==> config.mk <==
export PLATFORM = sky130hd
export DESIGN_NAME = ip
export DESIGN_NICKNAME = d
export VERILOG_FILES = /design/src/logic/cpu_pkg.sv /design/src/logic/ip.sv
export SDC_FILE = /design/constraint.sdc
export NUM_CORES = 2
export LEC_CHECK = 0
export BUFFER_PORTS_ARGS = -buffer_cell sky130_fd_sc_hd__buf_2
export CAP_MARGIN = 20
export CORE_AREA = 2 2 291 293
export DETAILED_ROUTE_END_ITERATION = 10
export DIE_AREA = 0 0 293 295
export SYNTH_ARGS = -nofsm -noshare
export SYNTH_HDL_FRONTEND = slang
export SYNTH_SLANG_ARGS = --single-unit
==> constraint.sdc <==
create_clock -name clk -period 6.7 [get_ports clk]
set_clock_uncertainty 0.15 [all_clocks]
set_input_delay 1.34 -clock clk [delete_from_list [all_inputs] [get_ports clk]]
set_output_delay 1.34 -clock clk [all_outputs]
set_load 0.1 [all_outputs]
==> src/logic/cpu_pkg.sv <==
package cpu_pkg;

    localparam int XLEN = 64;

    typedef logic [XLEN-1:0] xlen_t;
    typedef logic [4:0]      reg_idx_t;

    // Major opcodes of the kept subset
    localparam logic [6:0] OPC_OP_IMM = 7'b0010011;
    localparam logic [6:0] OPC_OP     = 7'b0110011;
    localparam logic [6:0] OPC_LUI    = 7'b0110111;
    localparam logic [6:0] OPC_AUIPC  = 7'b0010111;
    localparam logic [6:0] OPC_JAL    = 7'b1101111;
    localparam logic [6:0] OPC_BRANCH = 7'b1100011;

    // Field views of one instruction word
    typedef struct packed {
        logic [6:0] funct7;
        reg_idx_t   rs2;
        reg_idx_t   rs1;
        logic [2:0] funct3;
        reg_idx_t   rd;
        logic [6:0] opcode;
    } r_type_t;

    typedef struct packed {
        logic [11:0] imm;
        reg_idx_t    rs1;
        logic [2:0]  funct3;
        reg_idx_t    rd;
        logic [6:0]  opcode;
    } i_type_t;

    typedef struct packed {
        logic [19:0] imm;
        reg_idx_t    rd;
        logic [6:0]  opcode;
    } u_type_t;

    typedef struct packed {
        logic       imm12;
        logic [5:0] imm10_5;
        reg_idx_t   rs2;
        reg_idx_t   rs1;
        logic [2:0] funct3;
        logic [3:0] imm4_1;
        logic       imm11;
        logic [6:0] opcode;
    } b_type_t;

    typedef struct packed {
        logic       imm20;
        logic [9:0] imm10_1;
        logic       imm11;
        logic [7:0] imm19_12;
        reg_idx_t   rd;
        logic [6:0] opcode;
    } j_type_t;

    typedef union packed {
        r_type_t r_type;
        i_type_t i_type;
        u_type_t u_type;
        b_type_t b_type;
        j_type_t j_type;
    } instr_t;

    typedef enum logic [3:0] {
        ALU_ADD,
        ALU_SUB,
        ALU_SLT,
        ALU_SLTU,
        ALU_XOR,
        ALU_OR,
        ALU_AND,
        ALU_SLL,
        ALU_SRL,
        ALU_SRA,
        ALU_PASS_B
    } alu_op_e;

    typedef enum logic [1:0] {
        BR_NONE,
        BR_JAL,
        BR_BEQ,
        BR_BNE
    } br_kind_e;

    typedef struct packed {
        xlen_t  pc;
        instr_t instr;
    } fetch_pkt_t;

    typedef struct packed {
        xlen_t    pc;
        alu_op_e  alu_op;
        br_kind_e br_kind;
        reg_idx_t rs1;
        reg_idx_t rs2;
        reg_idx_t rd;
        xlen_t    imm;
        logic     src1_pc;
        logic     src2_imm;
        logic     wb_en;
    } dec_pkt_t;

    typedef struct packed {
        xlen_t    pc;
        alu_op_e  alu_op;
        br_kind_e br_kind;
        xlen_t    operand1;
        xlen_t    operand2;
        xlen_t    rs2_val;
        xlen_t    imm;
        reg_idx_t rd;
        logic     wb_en;
    } iss_pkt_t;

    typedef struct packed {
        xlen_t    pc;
        reg_idx_t rd;
        xlen_t    result;
        logic     wb_en;
    } retire_t;

    typedef struct packed {
        logic  valid;
        xlen_t new_pc;
    } redirect_t;

endpackage

==> src/logic/ip.sv <==
module ip (
    input  logic               clk,
    input  logic               rst_n,
    input  cpu_pkg::iss_pkt_t  ipkt,
    input  logic               ipkt_valid,
    output cpu_pkg::retire_t   fwd_ex,
    output logic               fwd_ex_valid,
    output cpu_pkg::redirect_t redirect,
    output logic               rf_wen,
    output cpu_pkg::reg_idx_t  rf_wdst,
    output cpu_pkg::xlen_t     rf_wdata,
    output cpu_pkg::retire_t   retire,
    output logic               retire_valid
);
    import cpu_pkg::*;

    xlen_t      alu_res;
    xlen_t      result;
    xlen_t      pc_plus4;
    xlen_t      target;
    logic [5:0] shamt;
    logic       equal;
    logic       taken;

    assign shamt = ipkt.operand2[5:0];

    always_comb begin
        alu_res = '0;
        case (ipkt.alu_op)
            ALU_ADD:    alu_res = ipkt.operand1 + ipkt.operand2;
            ALU_SUB:    alu_res = ipkt.operand1 - ipkt.operand2;
            ALU_SLT:    alu_res[0] = $signed(ipkt.operand1) < $signed(ipkt.operand2);
            ALU_SLTU:   alu_res[0] = ipkt.operand1 < ipkt.operand2;
            ALU_XOR:    alu_res = ipkt.operand1 ^ ipkt.operand2;
            ALU_OR:     alu_res = ipkt.operand1 | ipkt.operand2;
            ALU_AND:    alu_res = ipkt.operand1 & ipkt.operand2;
            ALU_SLL:    alu_res = ipkt.operand1 << shamt;
            ALU_SRL:    alu_res = ipkt.operand1 >> shamt;
            ALU_SRA:    alu_res = $signed(ipkt.operand1) >>> shamt;
            ALU_PASS_B: alu_res = ipkt.operand2;
            default:    alu_res = '0;
        endcase
    end

    // Branch resolution
    assign pc_plus4 = ipkt.pc + xlen_t'(4);
    assign target   = ipkt.pc + ipkt.imm;
    assign equal    = ipkt.operand1 == ipkt.rs2_val;

    always_comb begin
        case (ipkt.br_kind)
            BR_JAL:  taken = 1'b1;
            BR_BEQ:  taken = equal;
            BR_BNE:  taken = !equal;
            default: taken = 1'b0;
        endcase
    end

    // Link value for JAL
    assign result = (ipkt.br_kind == BR_JAL) ? pc_plus4 : alu_res;

    assign redirect = '{valid: ipkt_valid && taken, new_pc: target};

    assign fwd_ex       = '{pc: ipkt.pc, rd: ipkt.rd, result: result, wb_en: ipkt.wb_en};
    assign fwd_ex_valid = ipkt_valid;

    always_ff @(posedge clk) begin
        if (!rst_n) begin
            retire_valid <= 1'b0;
        end else begin
            retire_valid <= ipkt_valid;
        end
    end

    always_ff @(posedge clk) begin
        retire <= fwd_ex;
    end

    // Writeback straight from the retire register
    assign rf_wen   = retire_valid && retire.wb_en;
    assign rf_wdst  = retire.rd;
    assign rf_wdata = retire.result;

endmodule

## Yosys cells after proc, flatten, opt, wreduce, memory -nomap -nowiden

Cells that the tools add are included.

- Register bits: 135
- Bits of input ports: 335
- Output and inout bits: 405
- Logic and storage cells: 39

- $add $sub $neg: 4
- $lt $le $gt $ge: 2
- Equal/unequal tests: 14
- Shift-type cells: 3
- Muxes and demuxes: 4
- Bitwise operators: 3
- Reductions and logical operators: 4

Operators with widths:

| kind | count |
|---|---|
| case mux 63 bit (9 select lines) | 1 |
| adder 64 bit | 2 |
| less-than comparator 64 bit | 2 |
| adder 64 x 3 -> 64 bit (second input constant) | 1 |
| AND 64 bit | 1 |
| equality test 64 bit | 1 |
| two-way mux 64 bit | 1 |
| OR 64 bit | 1 |
| left shift 64 x 6 -> 64 bit | 1 |
| right shift 64 x 6 -> 64 bit | 1 |
| >>> shifter 64 x 6 -> 64 bit | 1 |
| subtractor 64 bit | 1 |
| XOR 64 bit | 1 |
| equality test 4 x 3 -> 1 bit (second input constant) | 4 |
| equality test 4 bit (second input constant) | 3 |
| case mux 1 bit (11 select lines) | 1 |
| equality test 4 x 2 -> 1 bit (second input constant) | 2 |
| equality test 2 bit (second input constant) | 2 |
| equality test 4 x 1 -> 1 bit (second input constant) | 1 |
| zero test 4 bit | 1 |
| case mux 1 bit (3 select lines) | 1 |
| equality test 2 x 1 -> 1 bit (second input constant) | 1 |
| logical AND 1 bit | 2 |
| zero test 1 bit | 1 |

## Longest topological paths before layout

- Depth after elaboration: 4
- Gate-level depth with buffers: 19
- Mapped depth without buffers: 13

## Worst setup path before layout

No wires, ideal clock.

- Path type: input -> output
- Start point: in ipkt[136] (netlist name)
- End point: out fwd_ex[49] (netlist name)
- Arrival: 6.862 ns
- Data required time: 5.210 ns
- Slack: -1.652 ns
- Cell stages on the path: 18
- Buffers on the path: 7
- Path through: buf_2 > buf_2 > inv_1 > buf_2 > buf_4 > buf_2 > buf_2 > ha_1 > buf_2 > a211oi_1 > nor3_1 > o2111ai_1 > a311oi_2 > o21ai_1 > and3_1 > nor2_1 > o21a_1 > o31ai_1

RTL lines:

| item | line | RTL |
|---|---|---|
| start, declared | ip.sv:4 | `input cpu_pkg::iss_pkt_t ipkt,` |
| end, declared | ip.sv:6 | `output cpu_pkg::retire_t fwd_ex,` |

==> flow_summary.yaml <==
critical_path:
  critPathCaptureType: "output port"
  startpoint_type: "input port"
  arrival_ns: 5.11
  setup.worst_path.class: "input port to output port"
  worstPathMaxFanout: 12
  worst-endpoint-required_ns: 5.21
synth:
  avgSynthCellArea_um2: 7.22
  synth_edf_count: 0
  synth_most_common_cell: "nor2_1"
  synth_largest_area_cell: "ha_1"
  ys_seq_area_share_pct: 8.76
  synth_top_area_share_pct: 10.5
  syn_nets: 4866
  synth_cell_types: 115
  ys_top_cells_by_count: "nor2_1, a21oi_1, nand2_1"
  ys.flop_type: "dfxtp_1"
  syn_inst: 4270
  yosys_warnings: 0
  synth-seq-cells: 135
  async_flop_share_pct: 0
  synthTopCellsByArea: "ha_1, dfxtp_1, mux4_2, a21oi_1, nor2_1"
  synth_area_um2: 30800
cts:
  clockBufferDepth: 2
  cts_tree: "built"
  cts.clk_slew.worst_paths_ns: 0.07
  cts_made_buffers: 17
  cts.sinks: 135
  ctsRootBufferMaster: "clkbuf_16"
  ctsHtreeMaxLevel: 4
  ctsHoldBuffers: 0
die:
  io_pins: 740
  initial_core_util_pct: 37.1
  rows: 106
  die-width_um: 293
  core_um2: 83200
  die_h_um: 295
  die-area_um2: 86400
power_and_ir_drop:
  internal_power_uw: 2890
  finalPower_uw: 7500
  clock_power_share_pct: 13.2
  combPwrFrac_pct: 74.1
  switchingPower_uw: 4610
  leakage_uw: 0.0173
  vdd_drop_max_mv: 0.176
  switching_share_pct: 61.4
  p_per_area_nw_per_um2: 193
  seq_power_share_pct: 12.8
timing:
  final_hold_viol_count: 0
  fmax_ghz: 0.152
  setup_ws_ns: 0.0997
  drv_slew: 0
  max_slew_margin_pct: 20.9
  grt_setup_unrepaired: "false"
  fin_crit_sh_pct: 98.5
  tightest_slew_ns: 1.18
  fin_crit_ns: 6.60
  finalSetupViolCount: 0
  tns_ns: 0
layout:
  fin_cells: 6093
  fillers: 8604
  drive_above_1_share_pct: 29.5
  layout-area-overhead-vs-synth_pct: 26.0
  fin_nets: 5581
global_route:
  grtUsageMet1_pct: 56.2
  grt_use_met3_pct: 10.2
  met2_usage_pct: 68.2
  grt-busiest-layer: "met2"
  track_usage_pct: 44.5
  grt_max_degree: 124
  antenna_found_initial: 24
  grt_remaining_overflow: 0
  grt_pass1_vias: 36632
  grt_pass1_wl_mm: 276
routing:
  wire_per_inst_um: 33.2
  drt.antenna.violating_nets: 0
  vias: 39706
  drt_first_iter_violations: 5435
  dr.pass1.iters: 6
  vias_per_cell: 6.52
  drc_errors: 0
  drt-total-wl_mm: 202
place:
  io_buffers: 739
  dp.cells: 6046
  dp_slack_ns: -0.390
  dpl.hpwl_mm: 167
  routabilityCongestion: 1.13
status:
  status: "finished, final reports clean"
flow_run:
  drv_cap: 0
min_path:
  hold_path_class: "input port to register"
[metal layers]
layer  up-vias  part of all wire [%]  routed length [µm]
met5         -                 0.026                  52
met4         6                   7.7               15500
met3       536                    11               22800
met2      2911                    43               87100
met1     19125                    38               76800
li1      17128                     -                   -
[per-stage QoR]
stage | hold WS, ns | utilization [%] | cell area, µm²
final | 0.822 | 46.7 | 38900
after global routing | 0.808 | 46.7 | 38800
after CTS | 0.805 | 46.6 | 38800
after detailed placement | 1.31 | 45.9 | 38200
after global placement | 1.30 | 45.9 | 38200
after floorplan | 1.22 | - | 31300
[sequential cells by signal, summed over array words and instances (netlist names)]
signal	cells
retire_valid	1
rf_wdst	5
retire	65
rf_wdata	64
[worst max-delay path: stages]
cell,delay [ns]
buf_2,0.30
inv_1,0.12
ha_2,0.40
nor4_4,0.34
nand3_1,0.15
nor3_1,0.30
o21ai_0,0.24
o32ai_2,0.29
o21ai_1,0.22
buf_4,0.18
buf_4,0.13
a21boi_0,0.29
o22ai_1,0.14
xnor2_1,0.16
o21ai_2,0.26
buf_12,0.22
[final timing paths]
check  startpoint                 to  slack [ns]  cells after the start
max     ipkt[225]         fwd_ex[51]         0.1                     16
min       ipkt[0]  retire[0]$_DFF_P_        0.82                      1
[placed cells by master, fill, tap and decap left out, types with 45 or more instances in the layout]
cell type  instances
a211oi_1          55
a21o_1            66
a21oi_1          393
a221oi_1          57
buf_12            89
buf_2            661
buf_4            405
dfxtp_1          135
ha_1             254
inv_1            221
mux2i_1          124
mux4_2           117
nand2_1          341
nand3_1           86
nand4_1           66
nor2_1           450
nor3_1            75
nor4_1            45
o211ai_1          52
o21ai_0          222
o21ai_1           65
xnor2_1          121
xor2_1            88
[cell families after synthesis]
group	after synthesis	synth area share, %
compound gates	1401	29.8
simple gates	1293	19.8
buf+inv	690	11.0
mux	281	14.0
fa+ha+maj	261	10.7
xor+xnor	209	5.93
flops	135	8.76
[cell type report]
class                           count  area (µm²)  area share (%)
Antenna cell                       15        37.5          0.0966
Clock buffer                       19         453            1.17
Clock inverter                     13         133           0.341
Inverter                          229         866            2.23
Multi-Input combinational cell   3445       25200            64.8
Sequential cell                   135        2700            6.95
Tap cell                         1080        1350            3.48
Timing Repair Buffer             1157        8150            21.0
[power by group through the flow]
| stage | sequential, µW | combinational [µW] | clock [µW] |
|---|---|---|---|
| 2_1_floorplan | 1370 | 3270 | 0 |
| 3_3_place_gp | 973 | 5410 | 0 |
| 3_5_place_dp | 970 | 5400 | 0 |
| 4_1_cts | 953 | 5420 | 990 |
| 5_1_grt | 952 | 5700 | 1020 |
| 6_report | 957 | 5550 | 988 |
[repair_timing]
item / CTS / global route
gates cloned: 0 / 0
setup endpoints to repair: 6 / 13
buffers inserted: 0 / 0
resized for setup: 3 / 10
No activity file was read; power rests on OpenSTA's default activity.
