## src/logic/cpu_pkg.sv

```systemverilog
package cpu_pkg;

    localparam int XLEN = 64;

    typedef logic [XLEN-1:0] xlen_t;
    typedef logic [4:0]      reg_idx_t;

    // Major opcodes of the kept subset
    localparam logic [6:0] OPC_OP_IMM = 7'b0010011;
    localparam logic [6:0] OPC_OP     = 7'b0110011;
    localparam logic [6:0] OPC_LUI    = 7'b0110111;
    localparam logic [6:0] OPC_AUIPC  = 7'b0010111;
    localparam logic [6:0] OPC_JAL    = 7'b1101111;
    localparam logic [6:0] OPC_BRANCH = 7'b1100011;

    // Field views of one instruction word
    typedef struct packed {
        logic [6:0] funct7;
        reg_idx_t   rs2;
        reg_idx_t   rs1;
        logic [2:0] funct3;
        reg_idx_t   rd;
        logic [6:0] opcode;
    } r_type_t;

    typedef struct packed {
        logic [11:0] imm;
        reg_idx_t    rs1;
        logic [2:0]  funct3;
        reg_idx_t    rd;
        logic [6:0]  opcode;
    } i_type_t;

    typedef struct packed {
        logic [19:0] imm;
        reg_idx_t    rd;
        logic [6:0]  opcode;
    } u_type_t;

    typedef struct packed {
        logic       imm12;
        logic [5:0] imm10_5;
        reg_idx_t   rs2;
        reg_idx_t   rs1;
        logic [2:0] funct3;
        logic [3:0] imm4_1;
        logic       imm11;
        logic [6:0] opcode;
    } b_type_t;

    typedef struct packed {
        logic       imm20;
        logic [9:0] imm10_1;
        logic       imm11;
        logic [7:0] imm19_12;
        reg_idx_t   rd;
        logic [6:0] opcode;
    } j_type_t;

    typedef union packed {
        r_type_t r_type;
        i_type_t i_type;
        u_type_t u_type;
        b_type_t b_type;
        j_type_t j_type;
    } instr_t;

    typedef enum logic [3:0] {
        ALU_ADD,
        ALU_SUB,
        ALU_SLT,
        ALU_SLTU,
        ALU_XOR,
        ALU_OR,
        ALU_AND,
        ALU_SLL,
        ALU_SRL,
        ALU_SRA,
        ALU_PASS_B
    } alu_op_e;

    typedef enum logic [1:0] {
        BR_NONE,
        BR_JAL,
        BR_BEQ,
        BR_BNE
    } br_kind_e;

    typedef struct packed {
        xlen_t  pc;
        instr_t instr;
    } fetch_pkt_t;

    typedef struct packed {
        xlen_t    pc;
        alu_op_e  alu_op;
        br_kind_e br_kind;
        reg_idx_t rs1;
        reg_idx_t rs2;
        reg_idx_t rd;
        xlen_t    imm;
        logic     src1_pc;
        logic     src2_imm;
        logic     wb_en;
    } dec_pkt_t;

    typedef struct packed {
        xlen_t    pc;
        alu_op_e  alu_op;
        br_kind_e br_kind;
        xlen_t    operand1;
        xlen_t    operand2;
        xlen_t    rs2_val;
        xlen_t    imm;
        reg_idx_t rd;
        logic     wb_en;
    } iss_pkt_t;

    typedef struct packed {
        xlen_t    pc;
        reg_idx_t rd;
        xlen_t    result;
        logic     wb_en;
    } retire_t;

    typedef struct packed {
        logic  valid;
        xlen_t new_pc;
    } redirect_t;

endpackage

```

## src/logic/ix.sv

```systemverilog
module ix (
    input  logic                clk,
    input  logic                rst_n,
    input  cpu_pkg::dec_pkt_t   dpkt,
    input  logic                dpkt_valid,
    output logic                dpkt_ready,
    input  cpu_pkg::redirect_t  redirect,
    output cpu_pkg::reg_idx_t   rf_rs1,
    output cpu_pkg::reg_idx_t   rf_rs2,
    input  cpu_pkg::xlen_t      rf_rs1_val,
    input  cpu_pkg::xlen_t      rf_rs2_val,
    input  cpu_pkg::retire_t    fwd_ex,
    input  logic                fwd_ex_valid,
    input  cpu_pkg::retire_t    fwd_wb,
    input  logic                fwd_wb_valid,
    output cpu_pkg::iss_pkt_t   ipkt,
    output logic                ipkt_valid
);
    import cpu_pkg::*;

    xlen_t    src1;
    xlen_t    src2;
    iss_pkt_t next;

    // Newest producer wins; x0 never forwards
    function automatic xlen_t pick_src(reg_idx_t r, xlen_t rf_val,
                                       retire_t ex, logic ex_v,
                                       retire_t wb, logic wb_v);
        xlen_t v;
        v = rf_val;
        if (r != '0 && wb_v && wb.wb_en && wb.rd == r) begin
            v = wb.result;
        end
        if (r != '0 && ex_v && ex.wb_en && ex.rd == r) begin
            v = ex.result;
        end
        return v;
    endfunction

    // ip takes a packet every cycle
    assign dpkt_ready = 1'b1;

    assign rf_rs1 = dpkt.rs1;
    assign rf_rs2 = dpkt.rs2;

    assign src1 = pick_src(dpkt.rs1, rf_rs1_val, fwd_ex, fwd_ex_valid, fwd_wb, fwd_wb_valid);
    assign src2 = pick_src(dpkt.rs2, rf_rs2_val, fwd_ex, fwd_ex_valid, fwd_wb, fwd_wb_valid);

    always_comb begin
        next.pc       = dpkt.pc;
        next.alu_op   = dpkt.alu_op;
        next.br_kind  = dpkt.br_kind;
        next.operand1 = dpkt.src1_pc ? dpkt.pc : src1;
        next.operand2 = dpkt.src2_imm ? dpkt.imm : src2;
        next.rs2_val  = src2;
        next.imm      = dpkt.imm;
        next.rd       = dpkt.rd;
        next.wb_en    = dpkt.wb_en;
    end

    always_ff @(posedge clk) begin
        if (!rst_n) begin
            ipkt_valid <= 1'b0;
        end else begin
            ipkt_valid <= dpkt_valid && !redirect.valid;
        end
    end

    always_ff @(posedge clk) begin
        ipkt <= next;
    end

    // Wrong-path packets from issue and decode must not reach ip behind a taken branch
    assert property (@(posedge clk) disable iff (!rst_n)
        redirect.valid |=> !ipkt_valid ##1 !ipkt_valid);

endmodule

```

## config.mk

```make
export PLATFORM = sky130hd
export DESIGN_NAME = ix
export DESIGN_NICKNAME = d
export VERILOG_FILES = /design/src/logic/cpu_pkg.sv /design/src/logic/ix.sv
export SDC_FILE = /design/constraint.sdc
export NUM_CORES = 1
export LEC_CHECK = 0
export BUFFER_PORTS_ARGS = -buffer_cell sky130_fd_sc_hd__buf_2
export CAP_MARGIN = 5
export CORE_AREA = 2 2 369 371
export CTS_BUF_LIST = sky130_fd_sc_hd__clkbuf_4
export DETAILED_ROUTE_END_ITERATION = 10
export DIE_AREA = 0 0 371 373
export PLACE_DENSITY = 0.3
export SLEW_MARGIN = 10
export SYNTH_ARGS = -nofsm -noshare
export SYNTH_HDL_FRONTEND = slang
export SYNTH_SLANG_ARGS = --single-unit
```

## constraint.sdc

```tcl
create_clock -name clk -period 3.4 [get_ports clk]
set_input_delay 0.17 -clock clk [delete_from_list [all_inputs] [get_ports clk]]
set_output_delay 0.17 -clock clk [all_outputs]
set_load 0.005 [all_outputs]
```

==> results of run 1 <==
==> cell families after synthesis <==
group           Yosys count
simple gates            213
compound gates          256
flops                   333
mux                      64
xor+xnor                 20
other cells               1
buf+inv                 285
==> cell usage after synthesis <==
| library cell | count |
|---|---|
| dfxtp_1 | 333 |
| inv_1 | 192 |
| nor2_1 | 132 |
| nand2_1 | 67 |
| a211oi_1 | 64 |
| a222oi_1 | 64 |
| a31oi_1 | 64 |
| mux2i_1 | 64 |
| o31ai_1 | 64 |
| clkbuf_1 | 63 |
| xor2_1 | 16 |
| buf_4 | 11 |
| buf_2 | 7 |
| buf_6 | 7 |
| buf_1 | 5 |
| xnor2_1 | 4 |
| nor4_1 | 3 |
| or4_1 | 3 |
| and3_1 | 2 |
| and3b_1 | 1 |
| conb_1 | 1 |
| nand3_1 | 1 |
| nand4_1 | 1 |
| nor2_2 | 1 |
| nor2b_1 | 1 |
| nor3_1 | 1 |
==> through the flow <==
stage / std cells / util [%] / setup WS [ns]
2_1_floorplan: 1172 / - / 1.442
3_3_place_gp: 3672 / 13.15 / 0.5100
3_5_place_dp: 3672 / 13.15 / 0.4871
==> out/results.txt, run 1 <==
Post-CTS Hold Buffers: 770
Seq cells post-synth: 333
Leading area contributor after synthesis: dfxtp_1
Synth Area in Compound Gates: 17.41%
Err: [ERROR RSZ-0060] Max buffer count reached.
Stop stage: clock tree synthesis
Yosys warns: 0
Synth Cell Area: 11500 sq um
Status: did not finish
Mux cell area share after synthesis: 5.571%
Cells after synthesis: 1172
Die width: 371 microns
Post-synth net total: 1790
Cts repair resizes: 0
Synth area leaders: dfxtp_1 58%, inv_1 6.3%, a222oi_1 5.6%
Sink Count: 333
FP Rows: 135
Clock Path Buffers: 3
Adder-cell share of the synthesized area: 0%
Initial core utilization: 8.541%
Gp weighted congestion: 0.7988
Port Buffers: 768
Share of the synthesized area in the top cell type: 57.98%
Xor/xnor share of the synthesized area: 1.523%
Simple-Gate Fraction of Synth Area: 7.291%
CTS Buf Count: 104
Chip Height: 373 microns
Placed inst area: 17710 sq um
DP HPWL: 67070 microns
Syn Area/Cell: 9.811 sq um
Largest family of logic cells by synthesized area: compound AO/OA/AOI/OAI gates
# IOs: 962
H-tree depth: 3
Setup Buffers After CTS: 0
Sequential area share after synthesis: 57.98%
Clock root buffer: clkbuf_4
Synth cell types: 26
==> run 2, diff against run 1 <==
--- a/config.mk
+++ b/config.mk
@@ -7,11 +7,10 @@
 export LEC_CHECK = 0
 export BUFFER_PORTS_ARGS = -buffer_cell sky130_fd_sc_hd__buf_2
 export CAP_MARGIN = 5
-export CORE_AREA = 2 2 369 371
-export CTS_BUF_LIST = sky130_fd_sc_hd__clkbuf_4
+export CORE_AREA = 2 2 380 382
 export DETAILED_ROUTE_END_ITERATION = 10
-export DIE_AREA = 0 0 371 373
-export PLACE_DENSITY = 0.3
+export DIE_AREA = 0 0 382 384
+export PLACE_DENSITY_LB_ADDON = 0.15
 export SLEW_MARGIN = 10
 export SYNTH_ARGS = -nofsm -noshare
 export SYNTH_HDL_FRONTEND = slang
==> run 2 against run 1 <==
- the flow now finishes without violations
- area after synthesis unchanged
- synthesized cell count unchanged
==> out/results.txt, run 2 <==
Post-synth net total: 1790 (unchanged)
Setup Crit Path Kind: in2reg
Max VDD drop: 0.3866 mV
Status: finished, final reports clean
Chip Height: 384 microns (+2.9%)
Syn Area/Cell: 9.811 sq um (unchanged)
Largest regs: ipkt (332), ipkt_valid (1)
Antenna violations before repair: 24
Hold Path End: ipkt[130]$_DFF_P_
CTS tree: yes
TritonRoute pass-1 iters: 6
Yosys warns: 0 (unchanged)
Layout cell share with drive strength beyond 1: 37.28%
H-tree depth: 2 (-1)
Initial core utilization: 8.053% (-0.49 points)
Clock root buffer: clkbuf_16
Port Buffers: 768 (unchanged)
Post-Route WL: 84450 microns
Synth Area in Compound Gates: 17.41% (unchanged)
Placement-stage worst setup slack: 0.2251 ns (-0.2620 ns)
Fmax: 0.3501 GHz
Synth Cell Area: 11500 sq um (unchanged)
Post-synth top flop: dfxtp_1
Setup crit end kind: flip-flop
Final Max Tran Viols: 0
Min setup slack post-route: 0.5440 ns
Synth area leaders: dfxtp_1 58%, inv_1 6.3%, a222oi_1 5.6%
Clock transition at path regs: 0.06 ns
Sequential area share after synthesis: 57.98% (unchanged)
Largest net degree at the start of global routing: 69
Crit. Startpoint: dpkt[79]
Most frequent cells after synthesis: 333 x dfxtp_1, 192 x inv_1, 132 x nor2_1, 67 x nand2_1
Maxcap violations: 0
Initial drt markers: 764
Max-slew headroom: 35.95%
Period minus WS final: 2.856 ns
Simple-Gate Fraction of Synth Area: 7.291% (unchanged)
Post-synth EDFFs: 0 (unchanged)
Slew @ Worst Pin: 0.9608 ns
Hold Crit Class: in2reg
Largest family of logic cells by synthesized area: compound AO/OA/AOI/OAI gates
# nets final: 2988
Cell Pwr Density: 466.3 nW/um^2
RSZ-0062 raised after global routing: no
Seq cells post-synth: 333 (unchanged)
Synth cell types: 26 (unchanged)
Clock Path Buffers: 3 (unchanged)
Mux cell area share after synthesis: 5.571% (unchanged)
Share of the synthesized area in the top cell type: 57.98% (unchanged)
Setup Buffers After CTS: 0 (unchanged)
Cells after synthesis: 1172 (unchanged)
ANT nets after route: 0
Tcrit/Tclk final: 84.00%
Max reg flops: 332
Area delta synth->final: 106.0%
Finish-stage setup viols: 0
Commonest non-fill, non-tap cell in the layout: buf_2
Ys async rst share: 0% (unchanged)
Xor/xnor share of the synthesized area: 1.523% (unchanged)
Leading area contributor after synthesis: dfxtp_1
FP Rows: 139 (+3.0%)
Final std cells w/o fill: 4311
Vias in the first global route: 14642
Adder-cell share of the synthesized area: 0% (unchanged)
Die width: 382 microns (+3.0%)
Crit path DAT: 3.34 ns
First-pass GRT wire length: 113800 microns
# IOs: 962 (unchanged)
Most frequent cells in the layout: 766 x buf_2, 425 x dlygate4sd3_1, 333 x dfxtp_1, 192 x inv_1, 131 x nor2_1
WL/cell: 19.59 microns
Routed vias: 13601
WP data required: 3.89 ns
Vias per Instance: 3.155
Gr usage total: 11.02%
Most flops, register: ipkt
Gp weighted congestion: 0.7594 (-4.9%)
Setup TNS: 0 ns
Fin. Hold Viols: 0
P_leak: 0.01079 uW
Core area: 142800 sq um
Max Fanout on Critical Path: 30
DIE AREA: 146700 sq um
CP startpoint kind: input pin
Count leader, synth: dfxtp_1
Min-delay src: rf_rs2_val[60]
DP HPWL: 65170 microns (-2.8%)
GRT Residual Overflow: 0
Sink Count: 333 (unchanged)
CTS Buf Count: 46 (-56%)
WHS Path Cells: 5
Placed Instances: 3800 (+3.5%)
Drt drc: 0
run 2: repair_timing:
item | CTS | global route
endpoints found under the setup margin | 0 | 0
hold buffers | 425 | 0
endpoints found under the hold margin | 332 | 0
gates resized for setup | 0 | 0
run 2: worst max-delay path by stage:
stage	endpoint	slack (ns)	depth (start not counted)
3_5_place_dp	ipkt[251]$_DFF_P_	0.23	7
2_1_floorplan	ipkt[260]$_DFF_P_	1.44	7
6_report	ipkt[214]$_DFF_P_	0.54	8
3_3_place_gp	ipkt[253]$_DFF_P_	0.25	7
5_1_grt	ipkt[212]$_DFF_P_	0.37	8
4_1_cts	ipkt[212]$_DFF_P_	0.41	8
run 2: kinds of logic (layout without fill, tap and decap cells):
| logic type | after synthesis | count (layout) |
|---|---|---|
| other cells | 1 | 3 |
| flops | 333 | 333 |
| xor+xnor | 20 | 20 |
| simple gates | 213 | 213 |
| compound gates | 256 | 256 |
| mux | 64 | 64 |
| buf+inv | 285 | 1519 |
run 2: critical path, stage by stage:
cell and delay, ns:
buf_2 0.16, or4_1 0.56, nor2_1 0.32, or4_1 0.24
nor2b_4 0.80, buf_12 0.33, a222oi_1 0.14, dlygate4sd3_1 0.60
run 2: cell type report:
type / count / area [sq um]
fillers: 16276 / 119100
repair buffers: 1243 / 8645
flip-flops and latches: 333 / 6666
multi-input cells: 554 / 3722
well taps: 1903 / 2381
clock buffers: 72 / 1380
inverters: 192 / 720.7
clock inverters: 12 / 167.7
diodes: 2 / 5.005
run 2: stage by stage:
| step | utilization (%) | hold WS, ns | instance area, sq um | total power (uW) |
|---|---|---|---|---|
| 6_report | 16.59 | 0.03358 | 23690 | 11050 |
| 5_1_grt | 16.59 | 0.01821 | 23690 | 11600 |
| 4_1_cts | 16.59 | 0.001353 | 23680 | 11370 |
| 3_5_place_dp | 12.52 | 0.2736 | 17880 | 5637 |
| 3_3_place_gp | 12.52 | 0.2730 | 17880 | 5652 |
| 2_1_floorplan | - | 0.1977 | 11500 | 4718 |
run 2: report_power, final:
group,leakage (uW),internal (uW),switching (uW)
clock,0.000764,3080,2030
sequential,0.00281,4170,68.6
combinational,0.00722,895,803
run 2: routing by layer:
layer,track usage [%],share of wire [%]
met4,2.851,2.1
met5,0,0.067
met3,3.449,7.7
met1,13.23,42
met2,18.92,48
Note: power is estimated with default switching activity, not from simulation.
