$ cat config.mk
export PLATFORM = sky130hd
export DESIGN_NAME = ifp
export DESIGN_NICKNAME = d
export VERILOG_FILES = /design/src/logic/cpu_pkg.sv /design/src/logic/ifp.sv
export SDC_FILE = /design/constraint.sdc
export NUM_CORES = 1
export LEC_CHECK = 0
export BUFFER_PORTS_ARGS = -buffer_cell sky130_fd_sc_hd__buf_2
export CAP_MARGIN = 10
export CORE_UTILIZATION = 50
export CTS_BUF_LIST = sky130_fd_sc_hd__clkbuf_2
export CTS_CLUSTER_DIAMETER = 200
export CTS_CLUSTER_SIZE = 14
export DETAILED_ROUTE_END_ITERATION = 16
export PLACE_DENSITY = 0.78
export SYNTH_ARGS = -nofsm -noshare
export SYNTH_HDL_FRONTEND = slang
export SYNTH_SLANG_ARGS = --single-unit
$ cat constraint.sdc
create_clock -name clk -period 5.46 [get_ports clk]
set_input_delay 0.546 -clock clk [delete_from_list [all_inputs] [get_ports clk]]
set_output_delay 0.546 -clock clk [all_outputs]
set_load 0.02 [all_outputs]
$ cat src/logic/cpu_pkg.sv
package cpu_pkg;

    localparam int XLEN = 64;

    typedef logic [XLEN-1:0] xlen_t;
    typedef logic [4:0]      reg_idx_t;

    // Major opcodes of the kept subset
    localparam logic [6:0] OPC_OP_IMM = 7'b0010011;
    localparam logic [6:0] OPC_OP     = 7'b0110011;
    localparam logic [6:0] OPC_LUI    = 7'b0110111;
    localparam logic [6:0] OPC_AUIPC  = 7'b0010111;
    localparam logic [6:0] OPC_JAL    = 7'b1101111;
    localparam logic [6:0] OPC_BRANCH = 7'b1100011;

    // Field views of one instruction word
    typedef struct packed {
        logic [6:0] funct7;
        reg_idx_t   rs2;
        reg_idx_t   rs1;
        logic [2:0] funct3;
        reg_idx_t   rd;
        logic [6:0] opcode;
    } r_type_t;

    typedef struct packed {
        logic [11:0] imm;
        reg_idx_t    rs1;
        logic [2:0]  funct3;
        reg_idx_t    rd;
        logic [6:0]  opcode;
    } i_type_t;

    typedef struct packed {
        logic [19:0] imm;
        reg_idx_t    rd;
        logic [6:0]  opcode;
    } u_type_t;

    typedef struct packed {
        logic       imm12;
        logic [5:0] imm10_5;
        reg_idx_t   rs2;
        reg_idx_t   rs1;
        logic [2:0] funct3;
        logic [3:0] imm4_1;
        logic       imm11;
        logic [6:0] opcode;
    } b_type_t;

    typedef struct packed {
        logic       imm20;
        logic [9:0] imm10_1;
        logic       imm11;
        logic [7:0] imm19_12;
        reg_idx_t   rd;
        logic [6:0] opcode;
    } j_type_t;

    typedef union packed {
        r_type_t r_type;
        i_type_t i_type;
        u_type_t u_type;
        b_type_t b_type;
        j_type_t j_type;
    } instr_t;

    typedef enum logic [3:0] {
        ALU_ADD,
        ALU_SUB,
        ALU_SLT,
        ALU_SLTU,
        ALU_XOR,
        ALU_OR,
        ALU_AND,
        ALU_SLL,
        ALU_SRL,
        ALU_SRA,
        ALU_PASS_B
    } alu_op_e;

    typedef enum logic [1:0] {
        BR_NONE,
        BR_JAL,
        BR_BEQ,
        BR_BNE
    } br_kind_e;

    typedef struct packed {
        xlen_t  pc;
        instr_t instr;
    } fetch_pkt_t;

    typedef struct packed {
        xlen_t    pc;
        alu_op_e  alu_op;
        br_kind_e br_kind;
        reg_idx_t rs1;
        reg_idx_t rs2;
        reg_idx_t rd;
        xlen_t    imm;
        logic     src1_pc;
        logic     src2_imm;
        logic     wb_en;
    } dec_pkt_t;

    typedef struct packed {
        xlen_t    pc;
        alu_op_e  alu_op;
        br_kind_e br_kind;
        xlen_t    operand1;
        xlen_t    operand2;
        xlen_t    rs2_val;
        xlen_t    imm;
        reg_idx_t rd;
        logic     wb_en;
    } iss_pkt_t;

    typedef struct packed {
        xlen_t    pc;
        reg_idx_t rd;
        xlen_t    result;
        logic     wb_en;
    } retire_t;

    typedef struct packed {
        logic  valid;
        xlen_t new_pc;
    } redirect_t;

endpackage

$ cat src/logic/ifp.sv
module ifp #(
    parameter cpu_pkg::xlen_t reset_vector = '0
) (
    input  logic                clk,
    input  logic                rst_n,
    output cpu_pkg::xlen_t      im_req_addr,
    output logic                im_req_valid,
    input  logic                im_req_ready,
    input  cpu_pkg::instr_t     im_resp_rdata,
    input  logic                im_resp_valid,
    input  cpu_pkg::redirect_t  redirect,
    output cpu_pkg::fetch_pkt_t fetch,
    output logic                fetch_valid,
    input  logic                fetch_ready
);
    import cpu_pkg::*;

    xlen_t      pc;
    logic       outstanding;
    logic       discard;
    fetch_pkt_t pkt;
    logic       pkt_valid;
    logic       req_fire;
    logic       resp_ok;
    fetch_pkt_t resp_pkt;

    // One request in flight, and only when the packet register can drain
    assign im_req_valid = !outstanding && (!pkt_valid || fetch_ready);
    assign im_req_addr  = pc;
    assign req_fire     = im_req_valid && im_req_ready;
    assign resp_ok      = im_resp_valid && !discard;

    // pc already moved past the outstanding request; a redirect marks it for discard
    assign resp_pkt = '{pc: pc - xlen_t'(4), instr: im_resp_rdata};

    // Response goes straight to decode unless decode is busy
    assign fetch       = pkt_valid ? pkt : resp_pkt;
    assign fetch_valid = pkt_valid || resp_ok;

    always_ff @(posedge clk) begin
        if (!rst_n) begin
            pc          <= reset_vector;
            outstanding <= 1'b0;
            discard     <= 1'b0;
            pkt_valid   <= 1'b0;
        end else begin
            if (redirect.valid) begin
                pc <= redirect.new_pc;
            end else if (req_fire) begin
                pc <= pc + xlen_t'(4);
            end
            if (req_fire) begin
                outstanding <= 1'b1;
            end else if (im_resp_valid) begin
                outstanding <= 1'b0;
            end
            if (redirect.valid) begin
                discard <= (outstanding && !im_resp_valid) || req_fire;
            end else if (im_resp_valid) begin
                discard <= 1'b0;
            end
            if (redirect.valid) begin
                pkt_valid <= 1'b0;
            end else if (pkt_valid) begin
                pkt_valid <= !fetch_ready;
            end else begin
                pkt_valid <= resp_ok && !fetch_ready;
            end
        end
    end

    // Payload only, qualified by pkt_valid
    always_ff @(posedge clk) begin
        if (!pkt_valid) begin
            pkt <= resp_pkt;
        end
    end

    // A waiting request holds its address until accepted
    assert property (@(posedge clk) disable iff (!rst_n)
        im_req_valid && !im_req_ready && !redirect.valid |=>
        im_req_valid && $stable(im_req_addr));
    // Responses only ever answer a request we sent
    assert property (@(posedge clk) disable iff (!rst_n) im_resp_valid |-> outstanding);

endmodule

# Word-level counts from Yosys, hierarchy flattened
# Index checks and enable logic that the tools add are counted.
# classes
addsub,2
muxes,7
bitwise_logic,1
n_reduce_logical,17
# ops
operator,count
64-bit two-way mux,2
96-bit two-way mux,1
64-bit by 3-bit adder with 64-bit output (second input constant),1
64-bit by 3-bit subtractor with 64-bit output (second input constant),1
2-bit nonzero test,3
1-bit logical AND,5
1-bit zero test,5
1-bit two-way mux,4
1-bit logical OR,3
2-bit OR reduction,1
1-bit inverter,1
# word_totals
register_bits,163
elab_cells,33

# Longest topological paths before layout
# Gate-level depths: netlist (run 1).
# depth
word_depth,6
ltp_mapped,8

# Least setup slack after synthesis (run 1)
# Ideal clock, no wire load.
# synth_path
kind,reg-to-output
from,reg pc[33] (netlist: im_req_addr[33])
to,out fetch[89] in the netlist's numbering
t_arrival_ns,2.546
slack_ns,2.368
stages_incl_launch_ff,8
path_buffers,2
path_cell_list,dfxtp_1 -> buf_2 -> or4_4 -> nor4_4 -> nand2_2 -> buf_6 -> or4_1 -> a31oi_1
# synth_lines
item,line_no,source
"start, declared",ifp.sv:18,xlen_t pc;
"start signal, assigned",ifp.sv:42,pc <= reset_vector;
"start signal, assigned",ifp.sv:48,pc <= redirect.new_pc;
"start signal, assigned",ifp.sv:50,pc <= pc + xlen_t'(4);
"end, declared",ifp.sv:12,"output cpu_pkg::fetch_pkt_t fetch,"

==> reports/results.tsv, run 1 <==
stage	metric	value	unit
synth	EDFF count, synth	0	
synth	top-count cell post-synth	dfxtp_1	
timing	setup violators final	0	
drt	DR DRC count	0	
worst_setup_path	WP buf/inv	2	
placement	DP Cell Count	1386	
timing	Slew headroom	0.271	
layout	ANT cells	0	
drt	routed length per instance	19.0	um
min_path	Hold Path Class	in -> reg	
floorplanning	I/O pin total	264	
layout	share of cells above drive strength 1	0.293	
drt	routed wire length	27.9	mm
run_status	status	completed	
worst_setup_path	Required @ worst endpoint	4.91	ns
placement	dpl hpwl	19.2	mm
synth	Main synth FF type	dfxtp_1	
floorplanning	die height	132	um
worst_setup_path	Worst path max stage delay	0.61	ns
synth	Post-Synthesis Cells	990	
synth	Synth top area share	0.387	
power	switching share of power	0.358	
job	Max Cap Viol	0	
drt	Post-DRT Antenna Nets	0	
clock_tree	CTS tree	done	
synth	syn nets	1094	
synth	YS warnings	0	
placement	GPL Wtd Cong	0.954	
timing	Hold Vio Cnt, Final	0	
clock_tree	Worst-path clk slew	0.29	ns
worst_setup_path	CP Capture Type	primary output	
global_route	initial antenna violation count	0	
timing	Final Max Tran Viols	0	
global_route	total gr overflow	0	
timing	fmax	228	MHz
worst_setup_path	CP Cell Sequence	inv_1 -> ha_1 -> nor4b_2 -> and4_1 -> nand4_1 -> or4_1 -> a31oi_1 -> buf_2	
floorplanning	initial core utilization	0.510	
timing	Final Cycle Share	0.804	
clock_tree	H-Tree Level Count	4	
layout	Synth-to-Final Area Change	23.1	%
synth	Unique masters post-synth	63	
power	power per cell area	263	mW/mm2
clock_tree	CTS buffer count	17	
floorplanning	die area	0.0174	mm2
min_path	Cells on Worst Hold Path	3	
worst_setup_path	slowest library cell on the worst path	or4_1	
placement	# port buffers	263	
clock_tree	worst-skew pair later-pin latency	0.80	ns
power	maximum vdd ir drop	0.233	mV
timing	post-layout minimum cycle time	4.39	ns
synth	post-synth top area cell	dfxtp_1	
worst_setup_path	Worst path top cell family by delay	simple AND/OR/NAND/NOR gates	
timing	worst slew pin tran	1.09	ns
floorplanning	DIE WIDTH	132	um
layout	fin cells	1464	
synth	Synth area leaders	dfxtp_1, o21ai_0, mux2_2, xnor2_1, a31oi_1	
layout	Filler cells	1468	
worst_setup_path	Crit Path Max Fanout	14	
worst_setup_path	startpoint type of the worst setup path	flop	
synth	Cell Area, Synth	0.00844	mm2
drt	Via density	6.03	
power	Reg power frac	0.515	
drt	Initial DRT Pass Iterations	6	
layout	# nets final	1335	
global_route	largest net degree at the start of global routing	90	
power	Leakage	4.26	nW
worst_setup_path	worst-case reg-to-reg path depth	5	
worst_setup_path	arrival time at the worst endpoint	3.85	ns
synth	ys async rst share	0	
timing	RSZ-0062 raised after global routing	no	
synth	register area share after synthesis	0.387	
floorplanning	row cnt	47	
timing	final setup TNS	0	ns
worst_setup_path	Levels on crit path	8	
power	internal power	1.75	mW
global_route	Total GRT Usage	0.314	
drt	via count	8835	
timing	clock skew	0.0501	ns
power	Combinational Power Share	0.222	
worst_setup_path	critical path type	reg -> out	
global_route	first-pass GRT wire length	43.1	mm
global_route	vias in the first global route	7882	
floorplanning	CORE AREA	0.0165	mm2
clock_tree	Max clock buf depth	2	
synth	top post-synthesis cells by count	dfxtp_1, o21ai_0, nand2_1	
clock_tree	CTS root buf	clkbuf_2	
power	sw power	0.976	mW
clock_tree	clock sinks	163	
drt	DR iter-0 viols	1019	
synth	synthesis-stage register bit count	163	
power	clock share of power	0.263	
synth	syn_area_per_cell	8.52	um2
power	Pwr Total	2.73	mW
logic make-up after synthesis:
group	Yosys count	synth area share
DFF	163	0.387
and+or+nand+nor	408	0.281
muxes	39	0.0516
adders and majority gates	2	0.00297
buffers and inverters	104	0.0530
xor gates and xnor gates	53	0.0550
AOI/OAI and AO/OA	221	0.170
power by group through the flow:
stage,Combinational [mW],Clock [mW],Sequential (mW)
6_report,0.606,0.718,1.40
5_1_grt,0.644,0.765,1.42
4_1_cts,0.596,0.721,1.40
3_5_place_dp,0.569,0,1.42
3_3_place_gp,0.562,0,1.41
2_1_floorplan,0.376,0,1.40
sequential cells by signal, indices dropped and copies added, names as in the netlist:
| register | count |
|---|---|
| im_req_addr | 64 |
| outstanding | 1 |
| pkt_valid | 1 |
| pkt | 96 |
| discard | 1 |
metrics by stage:
step | hold slack (ns) | setup slack [ns] | area (um2) | util
2_1_floorplan | 0.502 | 2.37 | 8440 | -
3_3_place_gp | 0.434 | 2.02 | 9670 | 0.585
3_5_place_dp | 0.448 | 1.90 | 9670 | 0.585
4_1_cts | 0.000830 | 1.03 | 10400 | 0.628
5_1_grt | 0.00183 | 0.702 | 10400 | 0.628
6_report | 0.0326 | 1.07 | 10400 | 0.628
cell usage in the layout, fill, tap and decap left out, types with 21 or more instances in the layout:
cell type      Yosys  final
a31oi_1           46     46
buf_2             15    263
dfxtp_1          163    162
dlygate4sd3_1      0     46
mux2_2            36     36
nand2_1           75     75
nand2b_1          21     21
nand3_1           31     31
nand4_1           39     39
nor2_1            54     54
nor3_1            27     27
nor4_1            25     25
o21ai_0           91     91
o31ai_1           22     22
or3_1             29     29
or4_1             24     24
xnor2_1           40     40
area by class of cell:
type                       count  area, um2  area share
multi-input combinational    723       4730       0.455
clock inverter                15        170      0.0164
inverter                      12       45.0     0.00434
timing repair buffer         314       1810       0.175
sequential                   163       3270       0.315
clock buffer                  17       85.1     0.00819
tap                          220        275      0.0265
worst paths after layout:
| check | to | startpoint | slack [ns] |
|---|---|---|---|
| max reg2reg | im_req_addr[42] | im_req_addr[13] | 2.23 |
| min | im_req_addr[12] | redirect[12] | 0.03 |
| max | fetch[92] | im_req_addr[2] | 1.07 |
| min reg2reg | pkt[86] | pkt[86] | 0.49 |
worst register-to-register path, stage by stage (launching register included):
cell and delay, ns:
dfxtp_1 0.69, nand4_1 0.26, nor4_2 0.67, nand4_1 0.69
or4_1 0.67, a31oi_1 0.16
layer usage:
layer / vias up / share of wire / track usage
met2: 487 / 0.45 / 0.485
li1: 4162 / - / -
met5: - / 0 / 0
met1: 4120 / 0.42 / 0.425
met3: 66 / 0.095 / 0.0692
met4: 0 / 0.035 / 0.128
timing repair:
action | CTS | global route
setup buffers | 0 | 0
endpoints found under the hold margin | 46 | 0
hold buffers | 46 | 0
resized for setup | 0 | 0
Power figures use the tool's default switching activity.
==> inputs of run 2 (changes only) <==
--- a/config.mk
+++ b/config.mk
@@ -5,6 +5,7 @@
 export SDC_FILE = /design/constraint.sdc
 export NUM_CORES = 1
 export LEC_CHECK = 0
+export ABC_AREA = 1
 export BUFFER_PORTS_ARGS = -buffer_cell sky130_fd_sc_hd__buf_2
 export CAP_MARGIN = 10
 export CORE_UTILIZATION = 50
@@ -12,7 +13,7 @@
 export CTS_CLUSTER_DIAMETER = 200
 export CTS_CLUSTER_SIZE = 14
 export DETAILED_ROUTE_END_ITERATION = 16
-export PLACE_DENSITY = 0.78
+export PLACE_DENSITY = 0.76
 export SYNTH_ARGS = -nofsm -noshare
 export SYNTH_HDL_FRONTEND = slang
 export SYNTH_SLANG_ARGS = --single-unit
==> constraint.sdc (replaced) <==
create_clock -name clk -period 4.4 [get_ports clk]
set_input_delay 0.44 -clock clk [delete_from_list [all_inputs] [get_ports clk]]
set_output_delay 0.44 -clock clk [all_outputs]
set_load 0.02 [all_outputs]
==> reports/results.tsv, run 2 <==
stage	metric	value	unit
timing	worst slew pin tran	0.934	ns
drt	via count	12000	
worst_setup_path	reg-to-reg startpoint	pkt_valid	
placement	pre-CTS setup slack	1.94	ns
global_route	largest net degree at the start of global routing	90	
layout	Filler cells	1850	
synth	ys async rst share	0	
clock_tree	H-Tree Level Count	4	
worst_setup_path	reg-to-reg endpoint	im_req_addr[27]	
timing	Final Cycle Share	0.792	
worst_setup_path	most frequent CP cell	nor2_1	
global_route	first-pass GRT wire length	57.9	mm
power	power per cell area	280	mW/mm2
power	clock share of power	0.245	
synth	YS warnings	0	
layout	# nets final	2062	
power	maximum vdd ir drop	0.154	mV
worst_setup_path	slowest library cell on the worst path	dfxtp_1	
power	Leakage	5.76	nW
synth	Unique masters post-synth	36	
power	internal power	2.11	mW
synth	Main synth FF type	dfxtp_1	
timing	Slew headroom	0.377	
timing	final setup TNS	0	ns
global_route	total gr overflow	0	
synth	synthesis-stage register bit count	163	
timing	post-route setup slack	0.914	ns
floorplanning	DIE WIDTH	143	um
timing	Final Max Tran Viols	0	
synth	top post-synthesis cells by count	nand2_1, nor2_1, dfxtp_1	
worst_setup_path	worst-case reg-to-reg path depth	11	
drt	Post-DRT Antenna Nets	0	
synth	EDFF count, synth	0	
run_status	status	completed	
clock_tree	clock sinks	163	
power	switching share of power	0.399	
layout	Synth-to-Final Area Change	26.6	%
power	Pwr Total	3.50	mW
layout	number of flip-flops in the largest register	96	
global_route	Total GRT Usage	0.381	
floorplanning	die area	0.0203	mm2
power	Combinational Power Share	0.259	
timing	fmax	287	MHz
timing	RSZ-0062 raised after global routing	no	
drt	Initial DRT Pass Iterations	7	
worst_setup_path	critical path type	reg -> out	
floorplanning	I/O pin total	264	
worst_setup_path	arrival time at the worst endpoint	3.05	ns
layout	commonest non-fill, non-tap cell in the layout	nand2_1	
timing	setup violators final	0	
global_route	vias in the first global route	10900	
timing	clock skew	0.0486	ns
drt	routed wire length	39.3	mm
floorplanning	die height	143	um
worst_setup_path	WP buf/inv	1	
synth	register area share after synthesis	0.330	
layout	cell area after layout	0.0125	mm2
power	Reg power frac	0.496	
placement	# port buffers	263	
layout	fin cells	2239	
worst_setup_path	Crit Path Max Fanout	9	
synth	syn_area_per_cell	6.01	um2
placement	GPL Wtd Cong	1.02	
clock_tree	CTS tree	done	
clock_tree	cts repair resizes	0	
global_route	initial antenna violation count	2	
clock_tree	Worst-path clk slew	0.30	ns
power	sw power	1.40	mW
job	Max Cap Viol	0	
placement	placed cell areas	0.0112	mm2
synth	Synth area leaders	dfxtp_1, nand2_1, nor2_1, nand3_1, inv_1	
layout	share of cells above drive strength 1	0.187	
placement	dpl hpwl	29.1	mm
drt	routed length per instance	17.5	um
worst_setup_path	CP Cell Sequence	nor2_2 -> nand3_1 -> nor2_1 -> nand2_1 -> nor2_1 -> xor2_1 -> o21ai_0 -> buf_2	
worst_setup_path	startpoint type of the worst setup path	flop	
drt	Via density	5.34	
floorplanning	initial core utilization	0.510	
min_path	Cells on Worst Hold Path	5	
layout	Final Core Density	0.645	
worst_setup_path	Levels on crit path	8	
timing	Hold Vio Cnt, Final	0	
clock_tree	worst-skew pair later-pin latency	0.83	ns
worst_setup_path	Required @ worst endpoint	3.96	ns
worst_setup_path	Worst path max stage delay	0.51	ns
worst_setup_path	Worst path top cell family by delay	simple AND/OR/NAND/NOR gates	
synth	Cell Area, Synth	0.00989	mm2
clock_tree	CTS buffer count	17	
synth	Synth top area share	0.330	
worst_setup_path	FF-to-FF setup slack	1.41	ns
placement	DP Cell Count	2102	
worst_setup_path	Critical Path Sink	fetch[61]	
floorplanning	CORE AREA	0.0194	mm2
min_path	Hold Path Class	in -> reg	
clock_tree	CTS root buf	clkbuf_2	
floorplanning	row cnt	51	
timing	Hold WS	0.0126	ns
layout	commonest cells after routing, fill and taps aside	nand2_1, nor2_1, buf_2	
synth	syn nets	1748	
timing	post-layout minimum cycle time	3.49	ns
synth	Post-Synthesis Cells	1644	
clock_tree	Max clock buf depth	2	
drt	DR iter-0 viols	1203	
layout	Largest Register	pkt	
synth	post-synth top area cell	dfxtp_1	
drt	DR DRC count	0	
worst_setup_path	Setup crit start	im_req_addr[5]	
synth	top-count cell post-synth	nand2_1	
worst_setup_path	CP Capture Type	primary output	
-- run 2: power by group through the flow --
stage	logic (mW)	registers (mW)	clock network [mW]
floorplan	0.536	1.72	0
global placement	0.809	1.75	0
detailed placement	0.817	1.76	0
CTS	0.890	1.73	0.868
global route	0.987	1.75	0.927
finish	0.906	1.74	0.859
-- run 2: routing by layer --
| metal | track usage | up-vias | share of wire |
|---|---|---|---|
| met5 | 0 | - | 0 |
| met4 | 0.181 | 0 | 0.042 |
| met3 | 0.0677 | 104 | 0.098 |
| met2 | 0.612 | 680 | 0.45 |
| met1 | 0.494 | 5383 | 0.41 |
| li1 | - | 5798 | - |
-- run 2: cells by family (layout without fill, tap and decap cells) --
| family | after synthesis | count (layout) | synth area share |
|---|---|---|---|
| AO/OA/AOI/OAI | 175 | 175 | 0.0950 |
| AND/OR/NAND/NOR | 1047 | 1047 | 0.444 |
| other | 0 | 3 | 0 |
| XOR/XNOR | 49 | 49 | 0.0434 |
| buffers and inverters | 208 | 535 | 0.0854 |
| flip-flops | 163 | 163 | 0.330 |
| adder cells (fa/ha/maj) | 2 | 2 | 0.00253 |
-- run 2: worst min-delay path by stage --
stage	startpoint	to	slack [ns]
global placement	pkt[94]	pkt[94]	0.43
detailed placement	pkt[33]	pkt[33]	0.43
finish	redirect[22]	im_req_addr[22]	0.01
floorplan	discard	pkt_valid	0.52
CTS	redirect[34]	im_req_addr[34]	0.01
global route	redirect[22]	im_req_addr[22]	0.007
-- run 2: area by class of cell --
class	instances	area (um2)	share of cell area
Multi-Input combinational cell	1273	5780	0.462
Sequential cell	163	3270	0.261
Timing Repair Buffer	372	2390	0.191
Inverter	131	492	0.0393
Tap cell	265	332	0.0265
Clock inverter	15	158	0.0126
Clock buffer	17	85.1	0.00680
Antenna cell	3	7.51	0.000600
-- run 2: repair_timing --
action / 4_1_cts / 5_1_grt
hold endpoints to repair: 91 / 0
hold buffers: 102 / 0
setup buffers: 0 / 0
-- run 2: worst min-delay path: cells and delay by family --
family                 cells  cell delay [ns]
buffers and inverters      2             0.16
AND/OR/NAND/NOR            1             0.09
AO/OA/AOI/OAI              2             0.14
